==> src/design/sine_quarter.hex <==
02
05
08
0B
0E
11
14
17
1A
1D
20
23
26
29
2C
2F
32
35
38
3A
3D
40
43
45
48
4A
4D
4F
52
54
56
59
5B
5D
5F
61
63
65
67
69
6A
6C
6E
6F
71
72
73
75
76
77
78
79
7A
7B
7C
7C
7D
7D
7E
7E
7F
7F
7F
7F

==> src/design/dds_pkg.sv <==
package dds_pkg;

  // datapath widths
  localparam int acc_w    = 32;  // phase accumulator
  localparam int phase_w  = 12;  // phase code, acc bits 31..20
  localparam int sample_w = 8;   // unsigned output sample
  localparam int amp_w    = 9;   // amplitude, 256 is unity gain
  localparam int shift_w  = 5;   // resolution shift amount

  // sample mid-point, zero level of the bipolar shapes
  localparam logic [sample_w-1:0] mid_scale = 8'd128;

  // quarter-wave sine table
  localparam int quarter_depth = 64;                      // entries per quadrant
  localparam int quarter_aw    = $clog2(quarter_depth);   // table index width
  localparam     quarter_file  = "/design/src/design/sine_quarter.hex";      // hex image, one value per line

  // load edge to first valid sample
  // phase reg + shape reg + scaled output reg
  localparam int pipe_latency = 3;

  // waveform select, matches the 2-bit wave_sel input
  typedef enum logic [1:0] {
    wave_sine     = 2'd0,  // quarter table with quadrant mirroring
    wave_square   = 2'd1,  // msb of phase
    wave_triangle = 2'd2,  // folded ramp
    wave_saw      = 2'd3   // top phase bits straight out
  } wave_sel_e;

endpackage

==> src/design/dds_phase_if.sv <==
`timescale 1ns/1ps

// phase stage to waveform stage, one item per cycle, no handshake
interface dds_phase_if
  import dds_pkg::*;
();

  logic [phase_w-1:0] phase_code;  // accumulator msbs plus offset
  wave_sel_e          wave;        // shape for this item
  logic [amp_w-1:0]   amp;         // gain for this item
  logic               valid;       // qualifies the item this cycle

  modport src (
    output phase_code,
    output wave,
    output amp,
    output valid
  );

  modport dst (
    input phase_code,
    input wave,
    input amp,
    input valid
  );

endinterface

==> src/design/dds_phase_accum.sv <==
`timescale 1ns/1ps

module dds_phase_accum
  import dds_pkg::*;
(
  input  logic               sys_clk,
  input  logic               sys_rst_n,
  input  logic               cfg_load,      // single-cycle config strobe
  input  logic [acc_w-1:0]   freq_word,     // accumulator step
  input  logic [phase_w-1:0] phase_offset,  // added after the shift
  input  logic [shift_w-1:0] res_shift,     // left shift of the accumulator
  input  wave_sel_e          wave_sel,
  input  logic [amp_w-1:0]   amp,
  dds_phase_if.src           ph
);

  logic [acc_w-1:0]   freq_q;    // loaded step
  logic [phase_w-1:0] offset_q;  // loaded offset
  logic [shift_w-1:0] shift_q;   // loaded shift
  wave_sel_e          wave_q;
  logic [amp_w-1:0]   amp_q;
  logic               run_q;     // set by first load, stays set
  logic [acc_w-1:0]   acc_q;     // phase accumulator
  logic [acc_w-1:0]   acc_shifted;
  logic [phase_w-1:0] phase_nxt;

  // scale up the accumulator, then take the top bits as phase
  assign acc_shifted = acc_q << shift_q;
  assign phase_nxt   = acc_shifted[acc_w-1:acc_w-phase_w] + offset_q;  // wraps mod 4096

  always_ff @(posedge sys_clk or negedge sys_rst_n)
  begin
    if (!sys_rst_n)
    begin
      freq_q   <= '0;
      offset_q <= '0;
      shift_q  <= '0;
      wave_q   <= wave_sine;
      amp_q    <= '0;
      run_q    <= 1'b0;
      acc_q    <= '0;
    end
    else if (cfg_load)
    begin
      freq_q   <= freq_word;  // capture config
      offset_q <= phase_offset;
      shift_q  <= res_shift;
      wave_q   <= wave_sel;
      amp_q    <= amp;
      run_q    <= 1'b1;
      acc_q    <= '0;         // sample 0 starts at phase 0
    end
    else
    begin
      acc_q <= acc_q + freq_q;  // n * freq_word after n steps
    end
  end

  // phase register, one edge behind the accumulator
  always_ff @(posedge sys_clk or negedge sys_rst_n)
  begin
    if (!sys_rst_n)
    begin
      ph.phase_code <= '0;
      ph.wave       <= wave_sine;
      ph.amp        <= '0;
      ph.valid      <= 1'b0;
    end
    else
    begin
      ph.phase_code <= phase_nxt;
      ph.wave       <= wave_q;              // travels with its phase
      ph.amp        <= amp_q;
      ph.valid      <= run_q & ~cfg_load;   // load drops the item in flight
    end
  end

endmodule

==> src/design/dds_wave_gen.sv <==
`timescale 1ns/1ps

module dds_wave_gen
  import dds_pkg::*;
(
  input  logic                sys_clk,
  input  logic                sys_rst_n,
  input  logic                cfg_load,   // flushes items in flight
  dds_phase_if.dst            ph,
  output logic [sample_w-1:0] data_out,
  output logic                out_valid
);

  // quarter-wave magnitudes, q[i] up to 127
  logic [sample_w-1:0] sine_rom [quarter_depth];

  logic [sample_w-1:0]   u;         // top phase bits
  logic [1:0]            quadrant;
  logic [quarter_aw-1:0] idx;       // position inside the quadrant
  logic [quarter_aw-1:0] rom_idx;   // mirrored on odd quadrants
  logic [sample_w-1:0]   q_mag;
  logic [sample_w-1:0]   sine_val;
  logic [sample_w-1:0]   tri_val;
  logic [sample_w-1:0]   square_val;
  logic [sample_w-1:0]   shape_nxt;

  logic [sample_w-1:0] s1_shape;   // stage 1 unscaled sample
  logic [amp_w-1:0]    s1_amp;     // gain aligned with s1_shape

  // valid pipe, [0] is stage 1, msb is the output stage
  logic [pipe_latency-2:0] vld_q;

  logic signed [sample_w:0]         s_diff;   // sample around mid-scale
  logic signed [amp_w:0]            amp_s;    // gain, always positive
  logic signed [sample_w+amp_w+1:0] prod;
  logic signed [sample_w+amp_w+1:0] scaled;   // floor(prod / 256)
  logic [sample_w-1:0]              out_nxt;

  initial
  begin
    $readmemh(quarter_file, sine_rom);
  end

  assign u        = ph.phase_code[phase_w-1:phase_w-sample_w];
  assign quadrant = u[sample_w-1:sample_w-2];
  assign idx      = u[quarter_aw-1:0];
  assign rom_idx  = quadrant[0] ? ~idx : idx;  // ~idx is 63 - idx
  assign q_mag    = sine_rom[rom_idx];

  // upper half above mid-scale, lower half below
  assign sine_val = quadrant[1] ? (mid_scale - q_mag) : (mid_scale + q_mag);

  // 2u rising, 2(255-u) falling
  assign tri_val = u[sample_w-1] ? {~u[sample_w-2:0], 1'b0} : {u[sample_w-2:0], 1'b0};

  assign square_val = ph.phase_code[phase_w-1] ? '0 : '1;  // high first half

  always_comb
  begin
    case (ph.wave)
      wave_sine:     shape_nxt = sine_val;
      wave_square:   shape_nxt = square_val;
      wave_triangle: shape_nxt = tri_val;
      wave_saw:      shape_nxt = u;
      default:       shape_nxt = sine_val;
    endcase
  end

  // stage 1, shape sample and its gain
  always_ff @(posedge sys_clk)
  begin
    s1_shape <= shape_nxt;
    s1_amp   <= ph.amp;
  end

  // signed scaling about 128, amp 256 passes the sample unchanged
  assign s_diff  = $signed({1'b0, s1_shape}) - $signed({1'b0, mid_scale});
  assign amp_s   = $signed({1'b0, s1_amp});
  assign prod    = s_diff * amp_s;
  assign scaled  = prod >>> (amp_w - 1);  // arithmetic, rounds toward -inf
  assign out_nxt = mid_scale + scaled[sample_w-1:0];  // result stays in 0..255

  // stage 2, scaled output held between valid items
  always_ff @(posedge sys_clk or negedge sys_rst_n)
  begin
    if (!sys_rst_n)
    begin
      data_out <= mid_scale;
    end
    else if (vld_q[0])
    begin
      data_out <= out_nxt;
    end
  end

  always_ff @(posedge sys_clk or negedge sys_rst_n)
  begin
    if (!sys_rst_n)
    begin
      vld_q <= '0;
    end
    else if (cfg_load)
    begin
      vld_q <= '0;  // drop old config items
    end
    else
    begin
      vld_q <= {vld_q[pipe_latency-3:0], ph.valid};
    end
  end

  assign out_valid = vld_q[pipe_latency-2];

endmodule

==> src/design/dds_top.sv <==
`timescale 1ns/1ps

module dds_top
  import dds_pkg::*;
(
  input  logic                sys_clk,
  input  logic                sys_rst_n,
  input  logic                cfg_load,      // samples all config inputs
  input  logic [acc_w-1:0]    freq_word,
  input  logic [phase_w-1:0]  phase_offset,
  input  logic [shift_w-1:0]  res_shift,
  input  logic [1:0]          wave_sel,      // wave_sel_e encoding
  input  logic [amp_w-1:0]    amp,
  output logic [sample_w-1:0] data_out,
  output logic                out_valid
);

  dds_phase_if ph_if ();  // phase code, shape, gain, valid

  // config capture, accumulator, shift and offset
  dds_phase_accum u_phase (
    .sys_clk      (sys_clk),
    .sys_rst_n    (sys_rst_n),
    .cfg_load     (cfg_load),
    .freq_word    (freq_word),
    .phase_offset (phase_offset),
    .res_shift    (res_shift),
    .wave_sel     (wave_sel_e'(wave_sel)),
    .amp          (amp),
    .ph           (ph_if.src)
  );

  // shape lookup and amplitude scaling
  dds_wave_gen u_wave (
    .sys_clk   (sys_clk),
    .sys_rst_n (sys_rst_n),
    .cfg_load  (cfg_load),
    .ph        (ph_if.dst),
    .data_out  (data_out),
    .out_valid (out_valid)
  );

endmodule

==> config.mk <==
export PLATFORM = sky130hd
export DESIGN_NAME = dds_top
export DESIGN_NICKNAME = d
export VERILOG_FILES = /design/src/design/dds_pkg.sv /design/src/design/dds_phase_if.sv /design/src/design/dds_phase_accum.sv /design/src/design/dds_wave_gen.sv /design/src/design/dds_top.sv
export SDC_FILE = /design/constraint.sdc
export NUM_CORES = 1
export LEC_CHECK = 0
export ABC_CLOCK_PERIOD_IN_PS = 7950
export BUFFER_PORTS_ARGS = -buffer_cell sky130_fd_sc_hd__buf_2
export CAP_MARGIN = 20
export CORE_ASPECT_RATIO = 1.25
export CORE_MARGIN = 4
export CORE_UTILIZATION = 60
export CTS_BUF_LIST = sky130_fd_sc_hd__clkbuf_4 sky130_fd_sc_hd__clkbuf_8
export DETAILED_ROUTE_END_ITERATION = 8
export GPL_ROUTABILITY_DRIVEN = 0
export HOLD_SLACK_MARGIN = 0.06
export PLACE_DENSITY_LB_ADDON = 0.15
export SLEW_MARGIN = 40
export SYNTH_ARGS = -nofsm -noshare
export SYNTH_HDL_FRONTEND = slang
export SYNTH_HIERARCHICAL = 1
export SYNTH_SLANG_ARGS = --single-unit
==> constraint.sdc <==
create_clock -name sys_clk -period 7.95 [get_ports sys_clk]
set_input_delay 1.59 -clock sys_clk [delete_from_list [all_inputs] [get_ports sys_clk]]
set_output_delay 1.59 -clock sys_clk [all_outputs]
set_load 0.03 [all_outputs]
==> metrics.yaml, run 1 <==
run_status:
  status: "finished clean"
clock_network:
  cts_buffers: 17
  cts_tree: "built"
  clkLatencyLatePin_ns: 0.44
  cts_max_path_buffers: 2
  cts_setup_buffers: 0
  path_clk_slew_ns: 0.08
  cts_resized: 0
  clock_sinks: 140
  h-tree-depth: 4
  ctsHoldBuffers: 0
  clockRootBuffer: "clkbuf_8"
pwr:
  power_frac_seq: 0.211
  p_leak_uw: 0.00527
  switching_share: 0.482
  power_uw: 5220
  p_switching_uw: 2520
  p_per_area_nw_per_um2: 460
  power_frac_clock: 0.102
  ir_drop_uv: 375
  combPwrFrac: 0.687
  intPower_uw: 2700
global_route:
  grt-ovfl-total: 0
  grt_pass1_vias: 8051
  antenna_found_initial: 1
  grt_max_degree: 70
  grt_pass1_wl_microns: 37900
  track_usage: 0.238
sta:
  hold_violations: 0
  worst_pin_slew_ns: 0.787
  maxSlewHeadroom: 0.475
  fmax_mhz: 191
  rsz0062_at_grt: "no"
  drv_slew: 0
  fin_tns_setup_ns: 0
  finalSetupViolations: 0
  finalCritPeriodShare: 0.659
  fin_worst_skew_ns: 0.0131
  period_needed_ns: 5.24
setup_path:
  crit_arrival_ns: 5.58
  crit_type: "flip-flop to flip-flop"
  path_max_fanout: 17
  required_ns: 8.28
  cp-end-kind: "flip-flop"
  cp-start-kind: "flip-flop"
place:
  portBuffers: 71
  hpwl_microns: 17600
  dp_cells: 1277
worst_hold_path:
  min_path_type: "flip-flop to flip-flop"
layout:
  area_delta_synth_final_pct: 7.88
  nets: 1267
  layoutNonFillerInstCount: 1310
  drive_above_1_share: 0.197
die:
  ios: 72
  start_util: 0.618
  core_area_sq_um: 17000
  die_x_microns: 127
  die_h_microns: 156
  die-area_sq_um: 19800
  rows: 53
route:
  avgRoutedWirePerCell_microns: 17.0
  detail-route-antenna-nets: 0
  drt-initial-drc-count: 361
  wl_microns: 22300
  routed_via_density: 5.80
  first_pass_iters: 5
  drc: 0
  vias: 7604
synth:
  synth_nets: 1217
  netlist_area_sq_um: 10500
  syn-mean-instance-area_sq_um: 10.3
  synth_warnings: 6
  postSynthCellCount: 1026
run:
  drv_cap: 0
## state kept, by name (all words and copies together) (netlist names)
signal,flops
u_phase/acc_q,32
u_phase/amp_q,9
u_phase/freq_q,32
u_phase/offset_q,12
u_phase/ph.amp,9
u_phase/ph.phase_code,8
u_phase/ph.valid,1
u_phase/ph.wave,2
u_phase/run_q,1
u_phase/shift_q,5
u_phase/wave_q,2
u_wave/data_out,8
u_wave/s1_amp,9
u_wave/s1_shape,8
u_wave/vld_q,2
## final timing paths
path,start,to,slack (ns),cells after the start
max,u_wave/s1_shape[7],u_wave/data_out[2],2.71,15
min,u_phase/ph.amp[2],u_wave/s1_amp[2],0.35,0
max reg2reg,u_wave/s1_shape[7],u_wave/data_out[2],2.71,15
min reg2reg,u_phase/ph.amp[2],u_wave/s1_amp[2],0.35,0
max in group asynchronous,sys_rst_n,u_wave/data_out[7],5.88,2
min in group asynchronous,sys_rst_n,u_phase/acc_q[13],1.12,1
## through the flow
step	hold WS (ns)	worst slack (ns)	util	cell area (sq um)
3_3_place_gp	0.328	2.76	0.645	11000
5_1_grt	0.355	2.42	0.667	11400
6_report	0.345	2.71	0.667	11400
4_1_cts	0.348	2.68	0.666	11400
2_1_floorplan	0.324	2.93	-	10500
3_5_place_dp	0.330	2.68	0.645	11000
## metal layers
metal,track usage,share of wire,routed length (microns)
met5,0,0,0
met4,0.0981,0.034,753
met3,0.0408,0.029,639
met2,0.452,0.55,12200
met1,0.260,0.39,8690
## placed cells by master, fill, tap and decap left out, drive strengths merged, types with 19 or more instances in the layout
cell,instances
and2,36
fa,51
o21ai,33
nor2,58
inv,73
buf,76
mux2,72
nor3,19
nor2b,25
xnor2,30
a21oi,72
ha,77
mux2i,35
dfrtp,122
nand2,65
## critical path: stages, from the launching register on
cell      delay (ns)
dfxtp_1         0.48
or2_2           0.39
fa_1            0.51
fa_1            0.54
inv_1           0.06
fa_1            0.51
fa_1            0.55
inv_1           0.05
fa_1            0.50
inv_1           0.05
ha_1            0.35
a21oi_2         0.15
o21ai_2         0.09
a211oi_1        0.51
xnor2_1         0.11
mux2_2          0.28
## area by class of cell
type	count	area [sq um]
Multi-Input combinational cell	768	6620
Fill cell	1415	5680
Sequential cell	140	3420
Timing Repair Buffer	76	405
Tap cell	220	275
Inverter	73	274
Clock buffer	18	241
Clock inverter	14	124
Antenna cell	1	2.50
## power by group through the flow
| stage | logic (uW) | registers [uW] | clock network (uW) |
|---|---|---|---|
| 4_1_cts | 3610 | 1100 | 551 |
| 2_1_floorplan | 2790 | 1050 | 0 |
| 5_1_grt | 4080 | 1130 | 583 |
| 3_3_place_gp | 3510 | 1110 | 0 |
| 6_report | 3590 | 1100 | 534 |
| 3_5_place_dp | 3590 | 1120 | 0 |
Note: power is estimated with default switching activity, not from simulation.
==> inputs of run 2 (changes only) <==
--- a/config.mk
+++ b/config.mk
@@ -5,7 +5,7 @@
 export SDC_FILE = /design/constraint.sdc
 export NUM_CORES = 1
 export LEC_CHECK = 0
-export ABC_CLOCK_PERIOD_IN_PS = 7950
+export ABC_CLOCK_PERIOD_IN_PS = 5160
 export BUFFER_PORTS_ARGS = -buffer_cell sky130_fd_sc_hd__buf_2
 export CAP_MARGIN = 20
 export CORE_ASPECT_RATIO = 1.25
==> constraint.sdc (replaced) <==
create_clock -name sys_clk -period 5.16 [get_ports sys_clk]
set_input_delay 1.032 -clock sys_clk [delete_from_list [all_inputs] [get_ports sys_clk]]
set_output_delay 1.032 -clock sys_clk [all_outputs]
set_load 0.03 [all_outputs]
==> run 2 against run 1 <==
  * Global-route usage rose by 0.33 points
  * Worst hold slack about the same
  * Total power rose by 59%
  * Critical path depth increased by 1
  * Clock skew decreased by 0.0043 ns
  * Critical path type unchanged
==> metrics.yaml, run 2 (same netlist as run 1, synthesis figures left out) <==
sta:
  fin_worst_skew_ns: 0.00881  # was 0.0131 ns
  drv_slew: 0  # unchanged
  fmax_mhz: 203  # was 191 MHz
  rsz0062_at_grt: "no"  # unchanged
  worst_pin_slew_ns: 0.764  # was 0.787 ns
  period_needed_ns: 4.92  # was 5.24 ns
  finalSetupViolations: 0  # unchanged
  finalCritPeriodShare: 0.953  # was 0.659
  hold_violations: 0  # unchanged
  maxSlewHeadroom: 0.491  # was 0.475
  fin_tns_setup_ns: 0  # unchanged
global_route:
  grt_util_met2: 0.462  # was 0.452
  grt_util_met3: 0.0329  # was 0.0408
  grt_pass1_vias: 8039  # was 8051
  track_usage: 0.241  # was 0.238
  grt_pass1_wl_microns: 38300  # was 37900 microns
  grtUsageMet1: 0.264  # was 0.260
  busiest_layer: "met2"  # unchanged
  antenna_found_initial: 0  # was 1
  grt_max_degree: 50  # was 70
  grt-ovfl-total: 0  # unchanged
die:
  die-area_sq_um: 19800  # unchanged
  rows: 53  # unchanged
  start_util: 0.618  # unchanged
  die_x_microns: 127  # unchanged
  core_area_sq_um: 17000  # unchanged
  ios: 72  # unchanged
  die_h_microns: 156  # unchanged
setup_path:
  crit_top_cell: "fa_1"  # unchanged
  path_max_fanout: 5  # was 17
  ff2ff_setup_slack_ns: 0.24  # was 2.71 ns
  cp_top_family: "adder cells"  # unchanged
  reg2reg_from: "u_wave/s1_shape[7]"  # unchanged
  cp-end-kind: "flip-flop"  # unchanged
  required_ns: 5.55  # was 8.28 ns
  crit_path_start: "u_wave/s1_shape[7]"  # unchanged
  crit_type: "flip-flop to flip-flop"  # unchanged
  cp.depth: 16  # was 15
  worstPathCellList: "or2_2 -> fa_1 -> fa_1 -> inv_1 -> fa_1 -> fa_1 -> inv_1 -> fa_1 -> inv_1 -> ha_2 -> nand2_2 -> o21ai_4 -> a211oi_1 -> buf_4 -> or4_1 -> nand4_1"  # was or2_2 -> fa_1 -> fa_1 -> inv_1 -> fa_1 -> fa_1 -> inv_1 -> fa_1 -> inv_1 -> ha_1 -> a21oi_2 -> o21ai_2 -> a211oi_1 -> xnor2_1 -> mux2_2
  cp-start-kind: "flip-flop"  # unchanged
  r2r_end: "u_wave/data_out[6]"  # was u_wave/data_out[2]
  slowest_delay_ns: 0.55  # about the same
  crit_arrival_ns: 5.31  # was 5.58 ns
  cpMaxStageDelayCell: "fa_1"  # unchanged
  critPathBufInv: 4  # was 3
  endpoint: "u_wave/data_out[6]"  # was u_wave/data_out[2]
  rr_worst_depth: 16  # was 15
layout:
  nFillCells: 1360  # was 1415
  nets: 1278  # was 1267
  drive_above_1_share: 0.209  # was 0.197
  area_delta_synth_final_pct: 9.31  # was 7.88%
  reg_top3: "u_phase/acc_q x32, u_phase/freq_q x32, u_phase/offset_q x12"  # unchanged
  layout.cells.most_common: "dfrtp_1"  # unchanged
  final_cell_mix: "dfrtp_1 (121), ha_1 (76), inv_1 (71), a21oi_1 (71), buf_2 (69)"  # was dfrtp_1 (121), ha_1 (77), inv_1 (71), a21oi_1 (71), buf_2 (69)
  num_antenna_cells: 0  # was 1
  layoutNonFillerInstCount: 1320  # was 1310
pwr:
  p_leak_uw: 0.00535  # was 0.00527 uW
  ir_drop_uv: 557  # was 375 uV
  power_uw: 8300  # was 5220 uW
  p_per_area_nw_per_um2: 721  # was 460 nW/um^2
route:
  drc: 0  # unchanged
  routed_via_density: 5.85  # was 5.80
  avgRoutedWirePerCell_microns: 17.4  # was 17.0 microns
  detail-route-antenna-nets: 0  # unchanged
  wl_microns: 23000  # was 22300 microns
  drt-initial-drc-count: 379  # was 361
  vias: 7727  # was 7604
  first_pass_iters: 4  # was 5
run_status:
  status: "finished clean"  # unchanged
worst_hold_path:
  min_path_type: "flip-flop to flip-flop"  # unchanged
  hold_path_depth: 0  # unchanged
  min_from: "u_phase/ph.amp[2]"  # unchanged
clock_network:
  ctsHoldBuffers: 0  # unchanged
  cts_buffers: 17  # unchanged
  cts_setup_buffers: 0  # unchanged
  cts_tree: "built"  # unchanged
  cts_resized: 0  # unchanged
  clock_sinks: 140  # unchanged
  clkLatencyLatePin_ns: 0.45  # was 0.44 ns
  cts_max_path_buffers: 2  # unchanged
  path_clk_slew_ns: 0.09  # was 0.08 ns
  clockRootBuffer: "clkbuf_8"  # unchanged
  h-tree-depth: 4  # unchanged
run:
  drv_cap: 0  # unchanged
place:
  dp_cells: 1288  # was 1277
  portBuffers: 71  # unchanged
  hpwl_microns: 18300  # was 17600 microns
## run 2: metrics by stage
step | area, sq um | setup slack (ns) | utilization | hold slack, ns
detailed placement | 11100 | 0.170 | 0.650 | 0.327
global route | 11500 | 0.0319 | 0.676 | 0.352
global placement | 11100 | 0.234 | 0.649 | 0.327
floorplan | 10500 | 0.137 | - | 0.324
finish | 11500 | 0.243 | 0.676 | 0.346
CTS | 11500 | 0.165 | 0.674 | 0.346
## run 2: metal layers
layer / up-vias / routed length, microns
met5: - / 0
met4: 0 / 753
met2: 132 / 12800
met3: 50 / 542
met1: 3790 / 8830
li1: 3755 / -
## run 2: report_power, final
part / internal, uW / switching (uW) / total [uW]
combinational: 2480 / 3220 / 5700
clock: 466 / 457 / 923
sequential: 1380 / 303 / 1680
## run 2: worst min-delay path by stage
stage	to
after floorplan	u_wave/s1_amp[0]
after global placement	u_wave/s1_amp[5]
after detailed placement	u_wave/s1_amp[4]
after CTS	u_wave/s1_amp[4]
after global routing	u_wave/s1_amp[2]
final	u_wave/s1_amp[2]
## run 2: layout make-up
type | instances | area (sq um) | share of cell area
multi-input combinational | 768 | 6640 | 0.577
sequential | 140 | 3420 | 0.297
timing repair buffer | 87 | 484 | 0.0421
tap | 220 | 275 | 0.0239
inverter | 73 | 274 | 0.0238
clock buffer | 19 | 262 | 0.0227
clock inverter | 13 | 155 | 0.0135
==> inputs of run 3 (changes only) <==
--- a/config.mk
+++ b/config.mk
@@ -8,7 +8,7 @@
 export ABC_CLOCK_PERIOD_IN_PS = 5160
 export BUFFER_PORTS_ARGS = -buffer_cell sky130_fd_sc_hd__buf_2
 export CAP_MARGIN = 20
-export CORE_ASPECT_RATIO = 1.25
+export CORE_ASPECT_RATIO = 0.7
 export CORE_MARGIN = 4
 export CORE_UTILIZATION = 60
 export CTS_BUF_LIST = sky130_fd_sc_hd__clkbuf_4 sky130_fd_sc_hd__clkbuf_8
==> run 3 against run 2 <==
  * Combinational power barely moved
  * Sequential power is 2% higher
  * Worst setup slack lost 0.068 ns
  * Critical path depth unchanged
  * Largest cell class unchanged
==> metrics.yaml, run 3 (same netlist as run 1, synthesis figures left out) <==
run_status:
  status: "finished clean"  # unchanged
setup_path:
  worstPathCellList: "or2_2 -> fa_1 -> fa_1 -> inv_1 -> fa_1 -> fa_1 -> inv_1 -> fa_1 -> inv_1 -> ha_4 -> nand2_1 -> o21ai_2 -> a211oi_1 -> buf_4 -> or4_1 -> nand4_1"  # was or2_2 -> fa_1 -> fa_1 -> inv_1 -> fa_1 -> fa_1 -> inv_1 -> fa_1 -> inv_1 -> ha_2 -> nand2_2 -> o21ai_4 -> a211oi_1 -> buf_4 -> or4_1 -> nand4_1
  slowest_delay_ns: 0.56  # was 0.55 ns
  cpMaxStageDelayCell: "fa_1"  # unchanged
  required_ns: 5.55  # about the same
  cp-end-kind: "flip-flop"  # unchanged
  ff2ff_setup_slack_ns: 0.18  # was 0.24 ns
  path_max_fanout: 5  # unchanged
  rr_worst_depth: 16  # unchanged
  cp-start-kind: "flip-flop"  # unchanged
  crit_type: "flip-flop to flip-flop"  # unchanged
  critPathBufInv: 4  # unchanged
  crit_top_cell: "fa_1"  # unchanged
  reg2reg_from: "u_wave/s1_amp[0]"  # was u_wave/s1_shape[7]
  r2r_end: "u_wave/data_out[6]"  # unchanged
  cp_top_family: "adder cells"  # unchanged
  crit_arrival_ns: 5.37  # was 5.31 ns
global_route:
  grt_pass1_wl_microns: 39300  # was 38300 microns
  grt_max_degree: 83  # was 50
  grt_pass1_vias: 7420  # was 8039
  grt-ovfl-total: 0  # unchanged
  track_usage: 0.247  # was 0.241
  antenna_found_initial: 0  # unchanged
sta:
  hold_violations: 0  # unchanged
  fin_worst_skew_ns: 0.0134  # was 0.00881 ns
  finalSetupViolations: 0  # unchanged
  maxSlewHeadroom: 0.455  # was 0.491
  rsz0062_at_grt: "no"  # unchanged
  period_needed_ns: 4.98  # was 4.92 ns
  fmax_mhz: 201  # was 203 MHz
  fin_tns_setup_ns: 0  # unchanged
  worst_pin_slew_ns: 0.818  # was 0.764 ns
  drv_slew: 0  # unchanged
  finalCritPeriodShare: 0.966  # was 0.953
run:
  drv_cap: 0  # unchanged
route:
  vias: 7801  # was 7727
  first_pass_iters: 5  # was 4
  routed_via_density: 5.87  # was 5.85
  avgRoutedWirePerCell_microns: 18.0  # was 17.4 microns
  wl_microns: 24000  # was 23000 microns
  drc: 0  # unchanged
  detail-route-antenna-nets: 0  # unchanged
  drt-initial-drc-count: 637  # was 379
clock_network:
  h-tree-depth: 4  # unchanged
  cts_buffers: 17  # unchanged
  ctsHoldBuffers: 0  # unchanged
  clkLatencyLatePin_ns: 0.45  # about the same
  clockRootBuffer: "clkbuf_8"  # unchanged
  cts_max_path_buffers: 2  # unchanged
  cts_tree: "built"  # unchanged
  path_clk_slew_ns: 0.08  # was 0.09 ns
  clock_sinks: 140  # unchanged
place:
  hpwl_microns: 18400  # was 18300 microns
  portBuffers: 71  # unchanged
  dpl-instance-area_sq_um: 11100  # about the same
worst_hold_path:
  hold_path_depth: 0  # unchanged
  min_from: "u_phase/ph.amp[7]"  # was u_phase/ph.amp[2]
  min_to: "u_wave/s1_amp[7]"  # was u_wave/s1_amp[2]
  min_path_type: "flip-flop to flip-flop"  # unchanged
layout:
  num_antenna_cells: 0  # unchanged
  drive_above_1_share: 0.207  # was 0.209
  nFillCells: 1365  # was 1360
  nets: 1276  # was 1278
  layout.cells.most_common: "dfrtp_1"  # unchanged
  final_cell_mix: "dfrtp_1 (121), ha_1 (76), inv_1 (71), a21oi_1 (71), buf_2 (69)"  # unchanged
  stdcell_area_sq_um: 11500  # about the same
  reg_top3: "u_phase/acc_q x32, u_phase/freq_q x32, u_phase/offset_q x12"  # unchanged
  area_delta_synth_final_pct: 9.10  # was 9.31%
die:
  die_h_microns: 119  # was 156 microns
  ios: 72  # unchanged
  rows: 40  # was 53
  core_area_sq_um: 17200  # was 17000 sq um
  die-area_sq_um: 19800  # about the same
  start_util: 0.614  # was 0.618
  die_x_microns: 166  # was 127 microns
pwr:
  p_leak_uw: 0.00535  # about the same
  p_per_area_nw_per_um2: 722  # was 721 nW/um^2
  ir_drop_uv: 714  # was 557 uV
## run 3: cell types whose count changed in the layout (fill, tap and decap cells not counted), moves of 2 or more
| cell | before | now |
|---|---|---|
| clkinv_2 | 0 | 4 |
| clkinv_4 | 3 | 1 |
| buf_4 | 17 | 15 |
| inv_6 | 4 | 0 |
| clkbuf_4 | 0 | 5 |
| clkinvlp_4 | 3 | 1 |
## run 3: worst max path at each step
stage | start | endpoint | depth (start not counted)
after floorplan | u_wave/s1_shape[7] | u_wave/data_out[2] | 16
after global placement | u_wave/s1_amp[0] | u_wave/data_out[6] | 16
after detailed placement | u_wave/s1_amp[0] | u_wave/data_out[6] | 16
after CTS | u_wave/s1_amp[0] | u_wave/data_out[6] | 16
after global routing | u_wave/s1_amp[0] | u_wave/data_out[6] | 16
final | u_wave/s1_amp[0] | u_wave/data_out[6] | 16
## run 3: worst reg2reg max path, cell delays in order, from the launching register on
cell and delay (ns):
dfxtp_1 0.35, or2_2 0.29, fa_1 0.49, fa_1 0.57, inv_1 0.06, fa_1 0.52, fa_1 0.56, inv_1 0.06
fa_1 0.50, inv_1 0.07, ha_4 0.29, nand2_1 0.11, o21ai_2 0.21, a211oi_1 0.11, buf_4 0.17, or4_1 0.47
nand4_1 0.10
## run 3: layout make-up
type | instances | area, sq um | area share
multi-input cells | 768 | 6640 | 0.578
inverters | 73 | 274 | 0.0238
well taps | 231 | 289 | 0.0252
clock inverters | 8 | 96.3 | 0.00838
repair buffers | 85 | 469 | 0.0408
clock buffers | 24 | 299 | 0.0260
flip-flops and latches | 140 | 3420 | 0.298
## run 3: per-layer routing
| metal | GRT usage | share of wire |
|---|---|---|
| met5 | 0 | 0 |
| met4 | 0.0460 | 0.0079 |
| met3 | 0.0610 | 0.072 |
| met2 | 0.321 | 0.39 |
| met1 | 0.412 | 0.53 |
## run 3: where the power goes
group          switching, uW  leakage, uW  internal [uW]
registers                337      0.00162           1380
clock network            425     0.000208            479
logic                   3160      0.00352           2520
## run 3: repair_timing
item	4_1_cts	5_1_grt
endpoints found under the setup margin	0	6
resized for setup	0	4
buffers inserted	0	1
## run 3: per-stage QoR
stage / cells / utilization / total power, uW / setup WS (ns) / hold WS [ns]
detailed placement: 1296 / 0.645 / 7220 / 0.0834 / 0.340
floorplan: 1026 / - / 5910 / 0.137 / 0.324
finish: 1329 / 0.669 / 8300 / 0.176 / 0.371
global route: 1329 / 0.669 / 9130 / 0.0163 / 0.372
CTS: 1328 / 0.668 / 8180 / 0.0444 / 0.378
global placement: 1296 / 0.644 / 7060 / 0.225 / 0.353
